[src/common/ossc_pkg.sv]
// ossc_pkg: shared widths, control register bit positions and the OSD palette
`default_nettype none

package ossc_pkg;

    // one color channel
    typedef logic [7:0] color_t;

    // packed pixel, red in the upper byte
    typedef logic [23:0] rgb_t;

    // system control register word
    typedef logic [15:0] sys_ctrl_t;

    // front panel push buttons
    typedef logic [5:0] btn_t;

    // front panel LEDs, blue / green / red from MSB
    typedef logic [2:0] led_t;

    // OSD palette index
    typedef logic [1:0] osd_color_t;

    // system control bit positions
    // bits 3-6 and 8-13 belong to blocks outside this core
    localparam int SYS_POWERON_BIT    = 0;
    localparam int ISL_RESET_N_BIT    = 1;
    localparam int HDMIRX_RESET_N_BIT = 2;
    localparam int CAPTURE_SEL_BIT    = 7;
    localparam int ADAP_LM_BIT        = 14;

    // OSD colors: black, blue, yellow, white
    localparam rgb_t OSD_PALETTE [0:3] = '{
        24'h000000,
        24'h0000ff,
        24'hffff00,
        24'hffffff
    };

    // red LED only while powered off
    localparam led_t LED_POWEROFF = 3'b001;

endpackage

`default_nettype wire

[src/common/video_bus_if.sv]
// video_bus_if: pixel, sync and data enable bundle between video pipeline stages
`timescale 1ns/10ps
`default_nettype none

interface video_bus_if;

    import ossc_pkg::*;

    rgb_t rgb;
    logic hsync;
    logic vsync;
    logic de;

    // driving stage
    modport src (
        output rgb,
        output hsync,
        output vsync,
        output de
    );

    // receiving stage
    modport snk (
        input rgb,
        input hsync,
        input vsync,
        input de
    );

endinterface

`default_nettype wire

[src/source/sys_ctrl_regs.sv]
// sys_ctrl_regs: CPU-written system control word with readback and field decode
`timescale 1ns/10ps
`default_nettype none

module sys_ctrl_regs (
    input  logic              CLK27_i,
    input  logic              po_reset_n,

    // CPU side
    input  logic              ctrl_wr_i,
    input  ossc_pkg::sys_ctrl_t ctrl_wdata_i,
    output ossc_pkg::sys_ctrl_t ctrl_rdata_o,

    // decoded fields
    output logic              poweron_o,
    output logic              isl_reset_n_o,
    output logic              hdmirx_reset_n_o,
    output logic              capture_sel_o,
    output logic              adap_lm_o
);

    import ossc_pkg::*;

    sys_ctrl_t ctrl_q;

    // all zeros after reset: powered off, both chips held in reset,
    // digitizer selected
    always_ff @(posedge CLK27_i or negedge po_reset_n) begin
        if (!po_reset_n) begin
            ctrl_q <= '0;
        end else if (ctrl_wr_i) begin
            ctrl_q <= ctrl_wdata_i;
        end
    end

    assign ctrl_rdata_o = ctrl_q;

    // the layout is known only here
    assign poweron_o        = ctrl_q[SYS_POWERON_BIT];
    assign isl_reset_n_o    = ctrl_q[ISL_RESET_N_BIT];
    assign hdmirx_reset_n_o = ctrl_q[HDMIRX_RESET_N_BIT];
    assign capture_sel_o    = ctrl_q[CAPTURE_SEL_BIT];
    assign adap_lm_o        = ctrl_q[ADAP_LM_BIT];

endmodule

`default_nettype wire

[src/source/user_panel.sv]
// user_panel: button synchronizers, resync pulse stretcher and front panel LED driver
`timescale 1ns/10ps
`default_nettype none

module user_panel #(
    parameter int LED_STRETCH_W = 24
) (
    input  logic           CLK27_i,
    input  logic           po_reset_n,

    input  ossc_pkg::btn_t BTN_i,
    input  logic           resync_strobe_i,

    // state from the control register
    input  logic           poweron_i,
    input  logic           adap_lm_i,
    input  logic           capture_sel_i,

    output ossc_pkg::btn_t btn_o,
    output ossc_pkg::led_t LED_o
);

    import ossc_pkg::*;

    localparam logic [LED_STRETCH_W-1:0] CTR_ONE = 1;

    btn_t btn_sync1_q;

    logic resync_sync1_q;
    logic resync_sync2_q;
    logic resync_prev_q;
    logic resync_rise;
    logic [LED_STRETCH_W-1:0] resync_ctr_q;
    logic resync_active;

    // buttons are active low, so idle is all ones
    always_ff @(posedge CLK27_i or negedge po_reset_n) begin
        if (!po_reset_n) begin
            btn_sync1_q <= '1;
            btn_o       <= '1;
        end else begin
            btn_sync1_q <= BTN_i;
            btn_o       <= btn_sync1_q;
        end
    end

    always_ff @(posedge CLK27_i or negedge po_reset_n) begin
        if (!po_reset_n) begin
            resync_sync1_q <= 1'b0;
            resync_sync2_q <= 1'b0;
            resync_prev_q  <= 1'b0;
        end else begin
            resync_sync1_q <= resync_strobe_i;
            resync_sync2_q <= resync_sync1_q;
            resync_prev_q  <= resync_sync2_q;
        end
    end

    assign resync_rise = resync_sync2_q & ~resync_prev_q;

    // a strobe is only a few cycles long, stretch it so the LED is visible.
    // a new edge restarts the full period
    always_ff @(posedge CLK27_i or negedge po_reset_n) begin
        if (!po_reset_n) begin
            resync_ctr_q <= '0;
        end else if (resync_rise) begin
            resync_ctr_q <= '1;
        end else if (resync_active) begin
            resync_ctr_q <= resync_ctr_q - CTR_ONE;
        end
    end

    assign resync_active = (resync_ctr_q != '0);

    // blue: line multiplier mode, green: digitizer source, red: resync
    assign LED_o = poweron_i ? {adap_lm_i, ~capture_sel_i, resync_active} : LED_POWEROFF;

endmodule

`default_nettype wire

[src/video/video_capture_mux.sv]
// video_capture_mux: input registers for both video sources and registered source select
`timescale 1ns/10ps
`default_nettype none

module video_capture_mux (
    input  logic            CLK27_i,
    input  logic            po_reset_n,

    // 0 selects the digitizer, 1 the HDMI receiver
    input  logic            capture_sel_i,

    // RGB digitizer
    input  ossc_pkg::rgb_t  isl_rgb_i,
    input  logic            isl_hsync_i,
    input  logic            isl_vsync_i,
    input  logic            isl_de_i,

    // HDMI receiver
    input  ossc_pkg::rgb_t  hdmirx_rgb_i,
    input  logic            hdmirx_hsync_i,
    input  logic            hdmirx_vsync_i,
    input  logic            hdmirx_de_i,

    video_bus_if.src        cap
);

    import ossc_pkg::*;

    // digitizer, one input stage
    rgb_t isl_rgb_q;
    logic isl_hsync_q;
    logic isl_vsync_q;
    logic isl_de_q;

    // HDMI receiver, two input stages
    rgb_t hdmirx_rgb_q1;
    logic hdmirx_hsync_q1;
    logic hdmirx_vsync_q1;
    logic hdmirx_de_q1;
    rgb_t hdmirx_rgb_q2;
    logic hdmirx_hsync_q2;
    logic hdmirx_vsync_q2;
    logic hdmirx_de_q2;

    always_ff @(posedge CLK27_i or negedge po_reset_n) begin
        if (!po_reset_n) begin
            isl_rgb_q       <= '0;
            isl_hsync_q     <= 1'b0;
            isl_vsync_q     <= 1'b0;
            isl_de_q        <= 1'b0;
            hdmirx_rgb_q1   <= '0;
            hdmirx_hsync_q1 <= 1'b0;
            hdmirx_vsync_q1 <= 1'b0;
            hdmirx_de_q1    <= 1'b0;
            hdmirx_rgb_q2   <= '0;
            hdmirx_hsync_q2 <= 1'b0;
            hdmirx_vsync_q2 <= 1'b0;
            hdmirx_de_q2    <= 1'b0;
        end else begin
            isl_rgb_q       <= isl_rgb_i;
            isl_hsync_q     <= isl_hsync_i;
            isl_vsync_q     <= isl_vsync_i;
            isl_de_q        <= isl_de_i;
            hdmirx_rgb_q1   <= hdmirx_rgb_i;
            hdmirx_hsync_q1 <= hdmirx_hsync_i;
            hdmirx_vsync_q1 <= hdmirx_vsync_i;
            hdmirx_de_q1    <= hdmirx_de_i;
            hdmirx_rgb_q2   <= hdmirx_rgb_q1;
            hdmirx_hsync_q2 <= hdmirx_hsync_q1;
            hdmirx_vsync_q2 <= hdmirx_vsync_q1;
            hdmirx_de_q2    <= hdmirx_de_q1;
        end
    end

    // selection register
    always_ff @(posedge CLK27_i or negedge po_reset_n) begin
        if (!po_reset_n) begin
            cap.rgb   <= '0;
            cap.hsync <= 1'b0;
            cap.vsync <= 1'b0;
            cap.de    <= 1'b0;
        end else begin
            cap.rgb   <= capture_sel_i ? hdmirx_rgb_q2   : isl_rgb_q;
            cap.hsync <= capture_sel_i ? hdmirx_hsync_q2 : isl_hsync_q;
            cap.vsync <= capture_sel_i ? hdmirx_vsync_q2 : isl_vsync_q;
            cap.de    <= capture_sel_i ? hdmirx_de_q2    : isl_de_q;
        end
    end

endmodule

`default_nettype wire

[src/video/osd_overlay.sv]
// osd_overlay: OSD palette overlay and transmitter output register with red LSB fix
`timescale 1ns/10ps
`default_nettype none

module osd_overlay #(
    parameter int SI_FIX = 1
) (
    input  logic                 CLK27_i,
    input  logic                 po_reset_n,

    input  logic                 osd_enable_i,
    input  ossc_pkg::osd_color_t osd_color_i,

    video_bus_if.snk             cap,
    video_bus_if.src             out
);

    import ossc_pkg::*;

    // red LSB toggling couples into a neighbouring trace on the board
    localparam rgb_t SI_MASK = (SI_FIX != 0) ? 24'hfe_ffff : 24'hff_ffff;

    rgb_t ovl_rgb_q;
    logic ovl_hsync_q;
    logic ovl_vsync_q;
    logic ovl_de_q;

    // overlay stage, syncs and DE untouched
    always_ff @(posedge CLK27_i or negedge po_reset_n) begin
        if (!po_reset_n) begin
            ovl_rgb_q   <= '0;
            ovl_hsync_q <= 1'b0;
            ovl_vsync_q <= 1'b0;
            ovl_de_q    <= 1'b0;
        end else begin
            ovl_rgb_q   <= osd_enable_i ? OSD_PALETTE[osd_color_i] : cap.rgb;
            ovl_hsync_q <= cap.hsync;
            ovl_vsync_q <= cap.vsync;
            ovl_de_q    <= cap.de;
        end
    end

    // output register toward the transmitter
    always_ff @(posedge CLK27_i or negedge po_reset_n) begin
        if (!po_reset_n) begin
            out.rgb   <= '0;
            out.hsync <= 1'b0;
            out.vsync <= 1'b0;
            out.de    <= 1'b0;
        end else begin
            out.rgb   <= ovl_rgb_q & SI_MASK;
            out.hsync <= ovl_hsync_q;
            out.vsync <= ovl_vsync_q;
            out.de    <= ovl_de_q;
        end
    end

endmodule

`default_nettype wire

[src/source/ossc_pro_core.sv]
// ossc_pro_core: scan converter glue core joining control register, front panel and video path
`timescale 1ns/10ps
`default_nettype none

module ossc_pro_core #(
    parameter int LED_STRETCH_W = 24,
    parameter int SI_FIX        = 1
) (
    input  logic                 CLK27_i,
    input  logic                 po_reset_n,

    // CPU control port
    input  logic                 ctrl_wr_i,
    input  ossc_pkg::sys_ctrl_t  ctrl_wdata_i,
    output ossc_pkg::sys_ctrl_t  ctrl_rdata_o,

    // front panel
    input  ossc_pkg::btn_t       BTN_i,
    input  logic                 resync_strobe_i,
    output ossc_pkg::btn_t       btn_o,
    output ossc_pkg::led_t       LED_o,

    // RGB digitizer
    input  ossc_pkg::color_t     ISL_R_i,
    input  ossc_pkg::color_t     ISL_G_i,
    input  ossc_pkg::color_t     ISL_B_i,
    input  logic                 ISL_HSYNC_i,
    input  logic                 ISL_VSYNC_i,
    input  logic                 ISL_DE_i,
    output logic                 ISL_RESET_N_o,

    // HDMI receiver
    input  ossc_pkg::color_t     HDMIRX_R_i,
    input  ossc_pkg::color_t     HDMIRX_G_i,
    input  ossc_pkg::color_t     HDMIRX_B_i,
    input  logic                 HDMIRX_HSYNC_i,
    input  logic                 HDMIRX_VSYNC_i,
    input  logic                 HDMIRX_DE_i,
    output logic                 HDMIRX_RESET_N_o,

    // OSD generator
    input  logic                 osd_enable_i,
    input  ossc_pkg::osd_color_t osd_color_i,

    // HDMI transmitter
    output ossc_pkg::color_t     HDMITX_R_o,
    output ossc_pkg::color_t     HDMITX_G_o,
    output ossc_pkg::color_t     HDMITX_B_o,
    output logic                 HDMITX_HSYNC_o,
    output logic                 HDMITX_VSYNC_o,
    output logic                 HDMITX_DE_o
);

    logic sys_poweron;
    logic capture_sel;
    logic adap_lm;

    video_bus_if cap_bus ();
    video_bus_if out_bus ();

    sys_ctrl_regs u_sys_ctrl_regs (
        .CLK27_i          (CLK27_i),
        .po_reset_n       (po_reset_n),
        .ctrl_wr_i        (ctrl_wr_i),
        .ctrl_wdata_i     (ctrl_wdata_i),
        .ctrl_rdata_o     (ctrl_rdata_o),
        .poweron_o        (sys_poweron),
        .isl_reset_n_o    (ISL_RESET_N_o),
        .hdmirx_reset_n_o (HDMIRX_RESET_N_o),
        .capture_sel_o    (capture_sel),
        .adap_lm_o        (adap_lm)
    );

    user_panel #(
        .LED_STRETCH_W (LED_STRETCH_W)
    ) u_user_panel (
        .CLK27_i         (CLK27_i),
        .po_reset_n      (po_reset_n),
        .BTN_i           (BTN_i),
        .resync_strobe_i (resync_strobe_i),
        .poweron_i       (sys_poweron),
        .adap_lm_i       (adap_lm),
        .capture_sel_i   (capture_sel),
        .btn_o           (btn_o),
        .LED_o           (LED_o)
    );

    video_capture_mux u_video_capture_mux (
        .CLK27_i        (CLK27_i),
        .po_reset_n     (po_reset_n),
        .capture_sel_i  (capture_sel),
        .isl_rgb_i      ({ISL_R_i, ISL_G_i, ISL_B_i}),
        .isl_hsync_i    (ISL_HSYNC_i),
        .isl_vsync_i    (ISL_VSYNC_i),
        .isl_de_i       (ISL_DE_i),
        .hdmirx_rgb_i   ({HDMIRX_R_i, HDMIRX_G_i, HDMIRX_B_i}),
        .hdmirx_hsync_i (HDMIRX_HSYNC_i),
        .hdmirx_vsync_i (HDMIRX_VSYNC_i),
        .hdmirx_de_i    (HDMIRX_DE_i),
        .cap            (cap_bus.src)
    );

    osd_overlay #(
        .SI_FIX (SI_FIX)
    ) u_osd_overlay (
        .CLK27_i      (CLK27_i),
        .po_reset_n   (po_reset_n),
        .osd_enable_i (osd_enable_i),
        .osd_color_i  (osd_color_i),
        .cap          (cap_bus.snk),
        .out          (out_bus.src)
    );

    assign HDMITX_R_o     = out_bus.rgb[23:16];
    assign HDMITX_G_o     = out_bus.rgb[15:8];
    assign HDMITX_B_o     = out_bus.rgb[7:0];
    assign HDMITX_HSYNC_o = out_bus.hsync;
    assign HDMITX_VSYNC_o = out_bus.vsync;
    assign HDMITX_DE_o    = out_bus.de;

endmodule

`default_nettype wire

[config.mk]
export PLATFORM = sky130hd
export DESIGN_NAME = ossc_pro_core
export DESIGN_NICKNAME = d
export VERILOG_FILES = /design/src/common/ossc_pkg.sv /design/src/common/video_bus_if.sv /design/src/source/sys_ctrl_regs.sv /design/src/source/user_panel.sv /design/src/video/video_capture_mux.sv /design/src/video/osd_overlay.sv /design/src/source/ossc_pro_core.sv
export SDC_FILE = /design/constraint.sdc
export NUM_CORES = 1
export LEC_CHECK = 0
export BUFFER_PORTS_ARGS = -buffer_cell sky130_fd_sc_hd__buf_2
export CAP_MARGIN = 20
export CORE_MARGIN = 10
export CORE_UTILIZATION = 54
export DETAILED_ROUTE_END_ITERATION = 7
export HOLD_SLACK_MARGIN = 0.15
export PLACE_DENSITY = 0.84
export RECOVER_POWER = 50
export SYNTH_ARGS = -nofsm -noshare
export SYNTH_HDL_FRONTEND = slang
export SYNTH_SLANG_ARGS = --single-unit
[constraint.sdc]
create_clock -name CLK27_i -period 2.8 [get_ports CLK27_i]
set_input_delay 0.14 -clock CLK27_i [delete_from_list [all_inputs] [get_ports CLK27_i]]
set_output_delay 0.14 -clock CLK27_i [all_outputs]
set_load 0.005 [all_outputs]
==> metrics.md, run 1 <==
| Metric | Value |
|---|---|
| # port buffers | 133 |
| RD Place Congestion | 0.881 |
| Ports | 137 |
| Fin. Hold Viols | 0 |
| Mapped Area | 6940 sq um |
| Worst-Margin Slew | 1.75 ns |
| Fill cell count | 806 |
| Area occupied by multi-input gates | 1440 sq um |
| Routed Wire Length | 14.9 mm |
| Vias in the first global route | 4,826 |
| Max-Cap Viols | 1 |
| Fin crit share | 92.4% |
| Power per cell area | 737 nW/um^2 |
| Starting Density | 55.0% |
| Drt drc | 0 |
| F_max | 386 MHz |
| Worst hold path type | in2reg |
| Setup CP Type | reg2out |
| Flop-to-flop setup slack | 0.37 ns |
| Top cells by area, synth | dfrtp_1 72%, mux2_2 6.8%, dfstp_2 4.5%, o21ai_0 2.0%, mux2i_1 1.4% |
| Final TNS setup | 0 ns |
| CTS max path bufs | 3 |
| Slew margin rel. | -16.8% |
| Pre-CTS setup slack | 0.329 ns |
| Post-synth EDFFs | 0 |
| Via-to-Cell Ratio | 4.92 |
| RSZ-0062 raised after global routing | false |
| Clock Tree Root | clkbuf_16 |
| Worst hold start | ctrl_wr_i |
| Startpoint Class | flop |
| Post-Syn Instances | 455 |
| Status | complete, but fails checks |
| Total Power | 6.88 mW |
| Worst Path Max Fanout | 11 |
| Post-route antenna net violation count | 0 |
| CP peak stage delay | 0.73 ns |
| Share of cells above drive strength 1 | 32.9% |
| XOR/XNOR Fraction of Synth Area | 0% |
| Netlist cell types | 42 |
| Area Overhead vs Synth | 34.5% |
| FP Rows | 41 |
| CTS tree | done |
| Violated checks | capacitance limit, slew limit |
| Final worst slack | 0.212 ns |
| Leak Pwr | 4.17 nW |
| Final Net Count | 759 |
| Top FF cell, synth | dfrtp_1 |
| Detailed-route via count | 4,247 |
| Post-synthesis compound-gate area fraction | 4.60% |
| Gr ovfl total | 0 |
| Worst Hold Path Cells | 2 |
| R2R Path Start | u_user_panel.resync_ctr_q[4] |
| Syn nets | 540 |
| Initial DRC count | 297 |
| R2R depth | 4 |
| Worst Skew | 0.0142 ns |
| Post-Synth Simple-Gate Area | 7.37% |
| Peak VDD IR | 0.664 mV |
| Initial antenna violation count | 2 |
| Final setup vio count | 0 |
| Reg2reg end | u_user_panel.resync_ctr_q[19] |
| Drt first pass iters | 4 |
| Seq/Total Area, Yosys | 76.3% |
| Core area | 12,600 sq um |
| #FFs+latches synth | 211 |
| Die height | 133 um |
| Clock Latency Late Sink | 0.49 ns |
| Fin crit period | 2.59 ns |
| Synth area leader | dfrtp_1 |
| Ys async rst share | 100% |
| Arr. time, crit path | 2.45 ns |
| Sequential Area | 5300 sq um |
| CTS Sinks | 211 |
| First-pass GRT wire length | 24.4 mm |
| Hold worst-path end | u_sys_ctrl_regs.ctrl_rdata_o[12] |
| CP endpoint kind | output pin |
| CTS buffer count | 21 |
| Die Wd | 133 um |
| Post-Syn Area per Cell | 15.3 sq um |
| Crit path max-delay cell type | or4_1 |
| Synth top area share | 71.7% |
| Pin count of the biggest net entering global routing | 73 |
| GRT Overall Usage | 16.8% |
| Drt wl/cell | 17.3 um |
| Adder-Cell Fraction of Synth Area | 0.360% |
| Clk pin slew, worst setup/hold paths | 0.06 ns |
| Minimum hold slack | 0.182 ns |
| Largest family of logic cells by synthesized area | multiplexers |
| WP data required | 2.66 ns |
| Mux cell area share after synthesis | 8.26% |
| Worst path cell trace | or4_1 -> nor4_2 -> buf_4 -> and2_1 -> nand2_1 -> buf_2 |
| Die area | 17,800 sq um |
| Yosys warnings | 0 |
| Fin. max-slew vios | 70 |
| HPWL Detailed | 8.96 mm |
| Critical path origin | u_user_panel.resync_ctr_q[17] |
| H-tree levels | 1 |
## critical path, delay by kind of cell, from the launching register on
kind / cells / cell delay [ns]
and+or+nand+nor: 4 / 1.28
DFF: 1 / 0.41
buffers and inverters: 2 / 0.28
## worst max-delay path by stage
stage               slack, ns  cells after the start                            end
floorplan                0.42                      8   u_user_panel.resync_ctr_q[8]
global placement         0.39                      6  u_user_panel.resync_ctr_q[14]
detailed placement       0.33                      6  u_user_panel.resync_ctr_q[14]
CTS                      0.03                      8                       LED_o[0]
global route             0.08                      6                       LED_o[0]
finish                   0.21                      6                       LED_o[0]
## synthesized netlist by cell type, drive strengths merged, types with 6 or more instances
library cell,count
and2,12
buf,11
clkbuf,13
dfrtp,199
dfstp,12
inv,26
mux2,42
mux2i,10
nand3,8
nor2,16
nor3,6
nor4,9
o21ai,28
or3,6
or4,10
## timing repair
item / CTS / global route
buffers inserted: 1 / 0
hold buffers: 79 / 0
gates resized for setup: 0 / 1
hold endpoints to repair: 165 / 0
setup endpoints to repair: 1 / 1
## state kept, by name, summed over array words and instances (netlist names), 6 cells and up
name                               cells
u_sys_ctrl_regs.ctrl_rdata_o          16
u_video_capture_mux.cap.rgb           23
u_video_capture_mux.hdmirx_rgb_q2     23
u_user_panel.btn_o                     6
u_osd_overlay.ovl_rgb_q               23
u_osd_overlay.out.rgb                 23
u_user_panel.btn_sync1_q               6
u_user_panel.resync_ctr_q             24
u_video_capture_mux.hdmirx_rgb_q1     23
u_video_capture_mux.isl_rgb_q         23
## logic make-up after synthesis
logic type	Yosys count
fa+ha+maj	2
buf+inv	50
other cells	1
mux	52
simple gates	86
compound gates	53
flops	211
## layout by cell type, fill, tap and decap left out, drive strengths merged, types with 6 or more instances in the layout
cell	instances
dfstp	12
mux2i	10
nor2	16
nand3	8
clkbuf	39
dfrtp	199
o21ai	28
buf	131
mux2	42
or3	6
inv	27
nor3	6
dlygate4sd3	79
and2	12
or4	10
nor4	9
## power breakdown
group	total [mW]	switching, mW	internal, mW
registers	3.37	0.0993	3.27
clock network	3.00	1.11	1.88
logic	0.509	0.237	0.272
total	6.88	1.45	5.43
## metal layers
layer | global-route usage (%) | up-vias | routed length, um
li1 | - | 1986 | -
met1 | 17.5 | 2132 | 5380
met2 | 32.4 | 97 | 8470
met3 | 3.87 | 32 | 635
met4 | 5.38 | 0 | 462
met5 | 0 | - | 0
## per-stage QoR
| stage | cell area (sq um) | instances | util (%) |
|---|---|---|---|
| floorplan | 6940 | 455 | - |
| global placement | 7790 | 743 | 61.7 |
| detailed placement | 7790 | 743 | 61.7 |
| CTS | 9350 | 861 | 74.1 |
| global route | 9340 | 863 | 74.0 |
| finish | 9340 | 863 | 74.0 |
## layout make-up
cell class,instances,area share (%)
diodes,2,0.0536
clock buffers,29,6.49
clock inverters,9,1.62
inverters,26,1.05
multi-input cells,194,15.4
flip-flops and latches,211,56.7
well taps,172,2.31
repair buffers,220,16.4
Power figures use the tool's default switching activity.
==> run 2, diff against run 1 <==
- clock period: 2.8 -> 2.95 ns (I/O delays scaled with it)
==> run 2 against run 1 <==
Effect of this change:
- the run still ends with capacitance limit, slew limit left
- via count shrank 0.78%
- final area shrank 0.34%
- largest power group unchanged
- sequential cell count is the same
- total power shrank 7.9%
- highest routed layer unchanged
- setup slack gained 0.036 ns
- non-clock buffer count grew 3
- global-route usage is essentially flat
- die area is the same
- register-to-register slack gained 0.17 ns
- worst hold slack gained 0.016 ns
- clock power shrank 12%
==> metrics.md, run 2 (synthesized netlist as in run 1, its figures left out) <==
| Metric | Value |
|---|---|
| Pin count of the biggest net entering global routing | 102 (+40%) |
| Fin. max-slew vios | 100 (+43%) |
| Routed Wire Length | 14.8 mm (-0.92%) |
| Die height | 133 um (unchanged) |
| Fin crit share | 91.6% |
| # port buffers | 133 (unchanged) |
| Fin cells | 864 (+0.12%) |
| Worst path cell trace | inv_1 -> ha_1 -> or4b_4 -> nor4_2 -> buf_4 -> and2_1 -> nand2_1 -> buf_2 |
| Post-DP Area | 7780 sq um (about the same) |
| Register name with the most flops | u_user_panel.resync_ctr_q |
| Post-route antenna net violation count | 0 (unchanged) |
| CP peak stage delay | 0.51 ns (-0.22 ns) |
| Setup CP Type | reg2out |
| Worst Path Max Fanout | 11 (unchanged) |
| Drt drc | 0 (unchanged) |
| WP data required | 2.80 ns (+0.14 ns) |
| H-tree levels | 1 (unchanged) |
| Final TNS setup | 0 ns (unchanged) |
| Peak VDD IR | 0.603 mV (-9.2%) |
| Leak Pwr | 4.16 nW (-0.18%) |
| Drt wl/cell | 17.1 um (-1.0%) |
| First-pass GRT wire length | 24.5 mm (+0.48%) |
| Die area | 17,800 sq um (unchanged) |
| Most common cell after layout, fill and taps aside | dfrtp_1 |
| Fin crit period | 2.70 ns |
| CTS buffer count | 21 (unchanged) |
| RD Place Congestion | 0.868 (-1.5%) |
| Max FFs per register | 24 (unchanged) |
| HPWL Detailed | 9.09 mm (+1.4%) |
| CTS tree | done |
| Via-to-Cell Ratio | 4.88 (-0.89%) |
| CTS max path bufs | 3 (unchanged) |
| Worst-Margin Slew | 2.41 ns (+0.661 ns) |
| Die Wd | 133 um (unchanged) |
| Vias in the first global route | 4,730 (-2.0%) |
| Initial DRC count | 253 (-15%) |
| Clock Latency Late Sink | 0.47 ns (-0.02 ns) |
| Detailed-route via count | 4,214 (-0.78%) |
| Final setup vio count | 0 (unchanged) |
| Fill cell count | 794 (-1.5%) |
| Worst Skew | 0.0102 ns (-0.00398 ns) |
| Clock Tree Root | clkbuf_16 |
| Share of cells above drive strength 1 | 33.5% (+0.53 points) |
| Area Overhead vs Synth | 34.0% |
| Clk pin slew, worst setup/hold paths | 0.06 ns (about the same) |
| Power per cell area | 681 nW/um^2 (-7.6%) |
| Crit path max-delay cell type | or4b_4 |
| Initial antenna violation count | 1 (-1) |
| Most frequent cells in the layout | 199 x dfrtp_1, 127 x buf_2, 79 x dlygate4sd3_1, 42 x mux2_2, 28 x o21ai_0 |
| F_max | 370 MHz |
| Drt first pass iters | 4 (unchanged) |
| CTS Sinks | 211 (unchanged) |
| Final instance area | 9310 sq um (-0.34%) |
| Status | complete, but fails checks |
| Gr ovfl total | 0 (unchanged) |
| Dpl cells | 742 (-0.13%) |
| Arr. time, crit path | 2.55 ns (+0.10 ns) |
| GRT Overall Usage | 16.9% (+0.046 points) |
| Final core occ | 73.7% (-0.25 points) |
| FP Rows | 41 (unchanged) |
| CP endpoint kind | output pin |
| Cell family with most CP delay | simple AND/OR/NAND/NOR gates |
| Slew margin rel. | -60.9% (-44 points) |
| Ports | 137 (unchanged) |
| Final Net Count | 762 (+0.40%) |
| Starting Density | 55.0% (unchanged) |
| RSZ-0062 raised after global routing | false |
| Fin. Hold Viols | 0 (unchanged) |
| Worst hold path type | in2reg |
| CP Buf/Inv Count | 3 (+1) |
| Core area | 12,600 sq um (unchanged) |
| Violated checks | capacitance limit, slew limit |
| Max-Cap Viols | 1 (unchanged) |
| Startpoint Class | flop |
run 2: cell types whose count changed in the layout (fill, tap and decap cells not counted), sizes merged:
cell      change
inv           -1
bufinv        -2
clkinv        -1
clkinvlp      +1
buf           +7
clkbuf        -3
run 2: power by group:
part           total [mW]  switching [mW]  internal, mW
combinational       0.487           0.226         0.261
clock                2.65            1.03          1.61
sequential           3.20          0.0918          3.11
run 2: final cells by class:
class                      count  area, sq um  share of cell area, %
clock buffer                  30          609                   6.55
antenna                        2         5.00                 0.0538
multi-input combinational    194         1440                   15.4
timing repair buffer         223         1560                   16.7
clock inverter                 6         88.8                  0.955
sequential                   211         5300                   56.9
tap                          172          215                   2.31
inverter                      26         97.6                   1.05
run 2: what timing repair did:
item | 4_1_cts | 5_1_grt
buffers inserted | 0 | 4
hold endpoints to repair | 180 | 0
hold buffers | 79 | 0
setup endpoints to repair | 0 | 1
gates resized for setup | 0 | 1
run 2: worst paths after layout:
kind | from | endpoint | slack (ns) | depth (start not counted)
hold reg to reg | u_osd_overlay.ovl_vsync_q | u_osd_overlay.out.vsync | 0.34 | 0
setup / recovery | u_user_panel.resync_ctr_q[0] | LED_o[0] | 0.25 | 8
hold / removal | ctrl_wr_i | u_sys_ctrl_regs.ctrl_rdata_o[13] | 0.20 | 2
min in group asynchronous | po_reset_n | u_osd_overlay.out.vsync | 0.96 | 2
max in group asynchronous | po_reset_n | u_video_capture_mux.hdmirx_rgb_q1[2] | 0.60 | 2
setup reg to reg | u_user_panel.resync_ctr_q[4] | u_user_panel.resync_ctr_q[19] | 0.54 | 4
run 2: per-layer routing:
metal  vias up  track usage, %  part of all wire, %
met5         -               0                    0
met3        24            3.61                  4.9
met4         0            4.96                  1.7
met1      2084            18.8                   37
li1       1992               -                    -
met2       114            31.5                   56
run 2: per-stage QoR:
step | power (mW) | worst slack [ns] | hold slack, ns
after floorplan | 3.42 | 0.572 | -0.148
after global placement | 3.62 | 0.523 | 0.252
after detailed placement | 3.66 | 0.454 | 0.255
after CTS | 6.38 | 0.0608 | 0.182
after global routing | 6.60 | 0.0737 | 0.189
final | 6.33 | 0.248 | 0.197
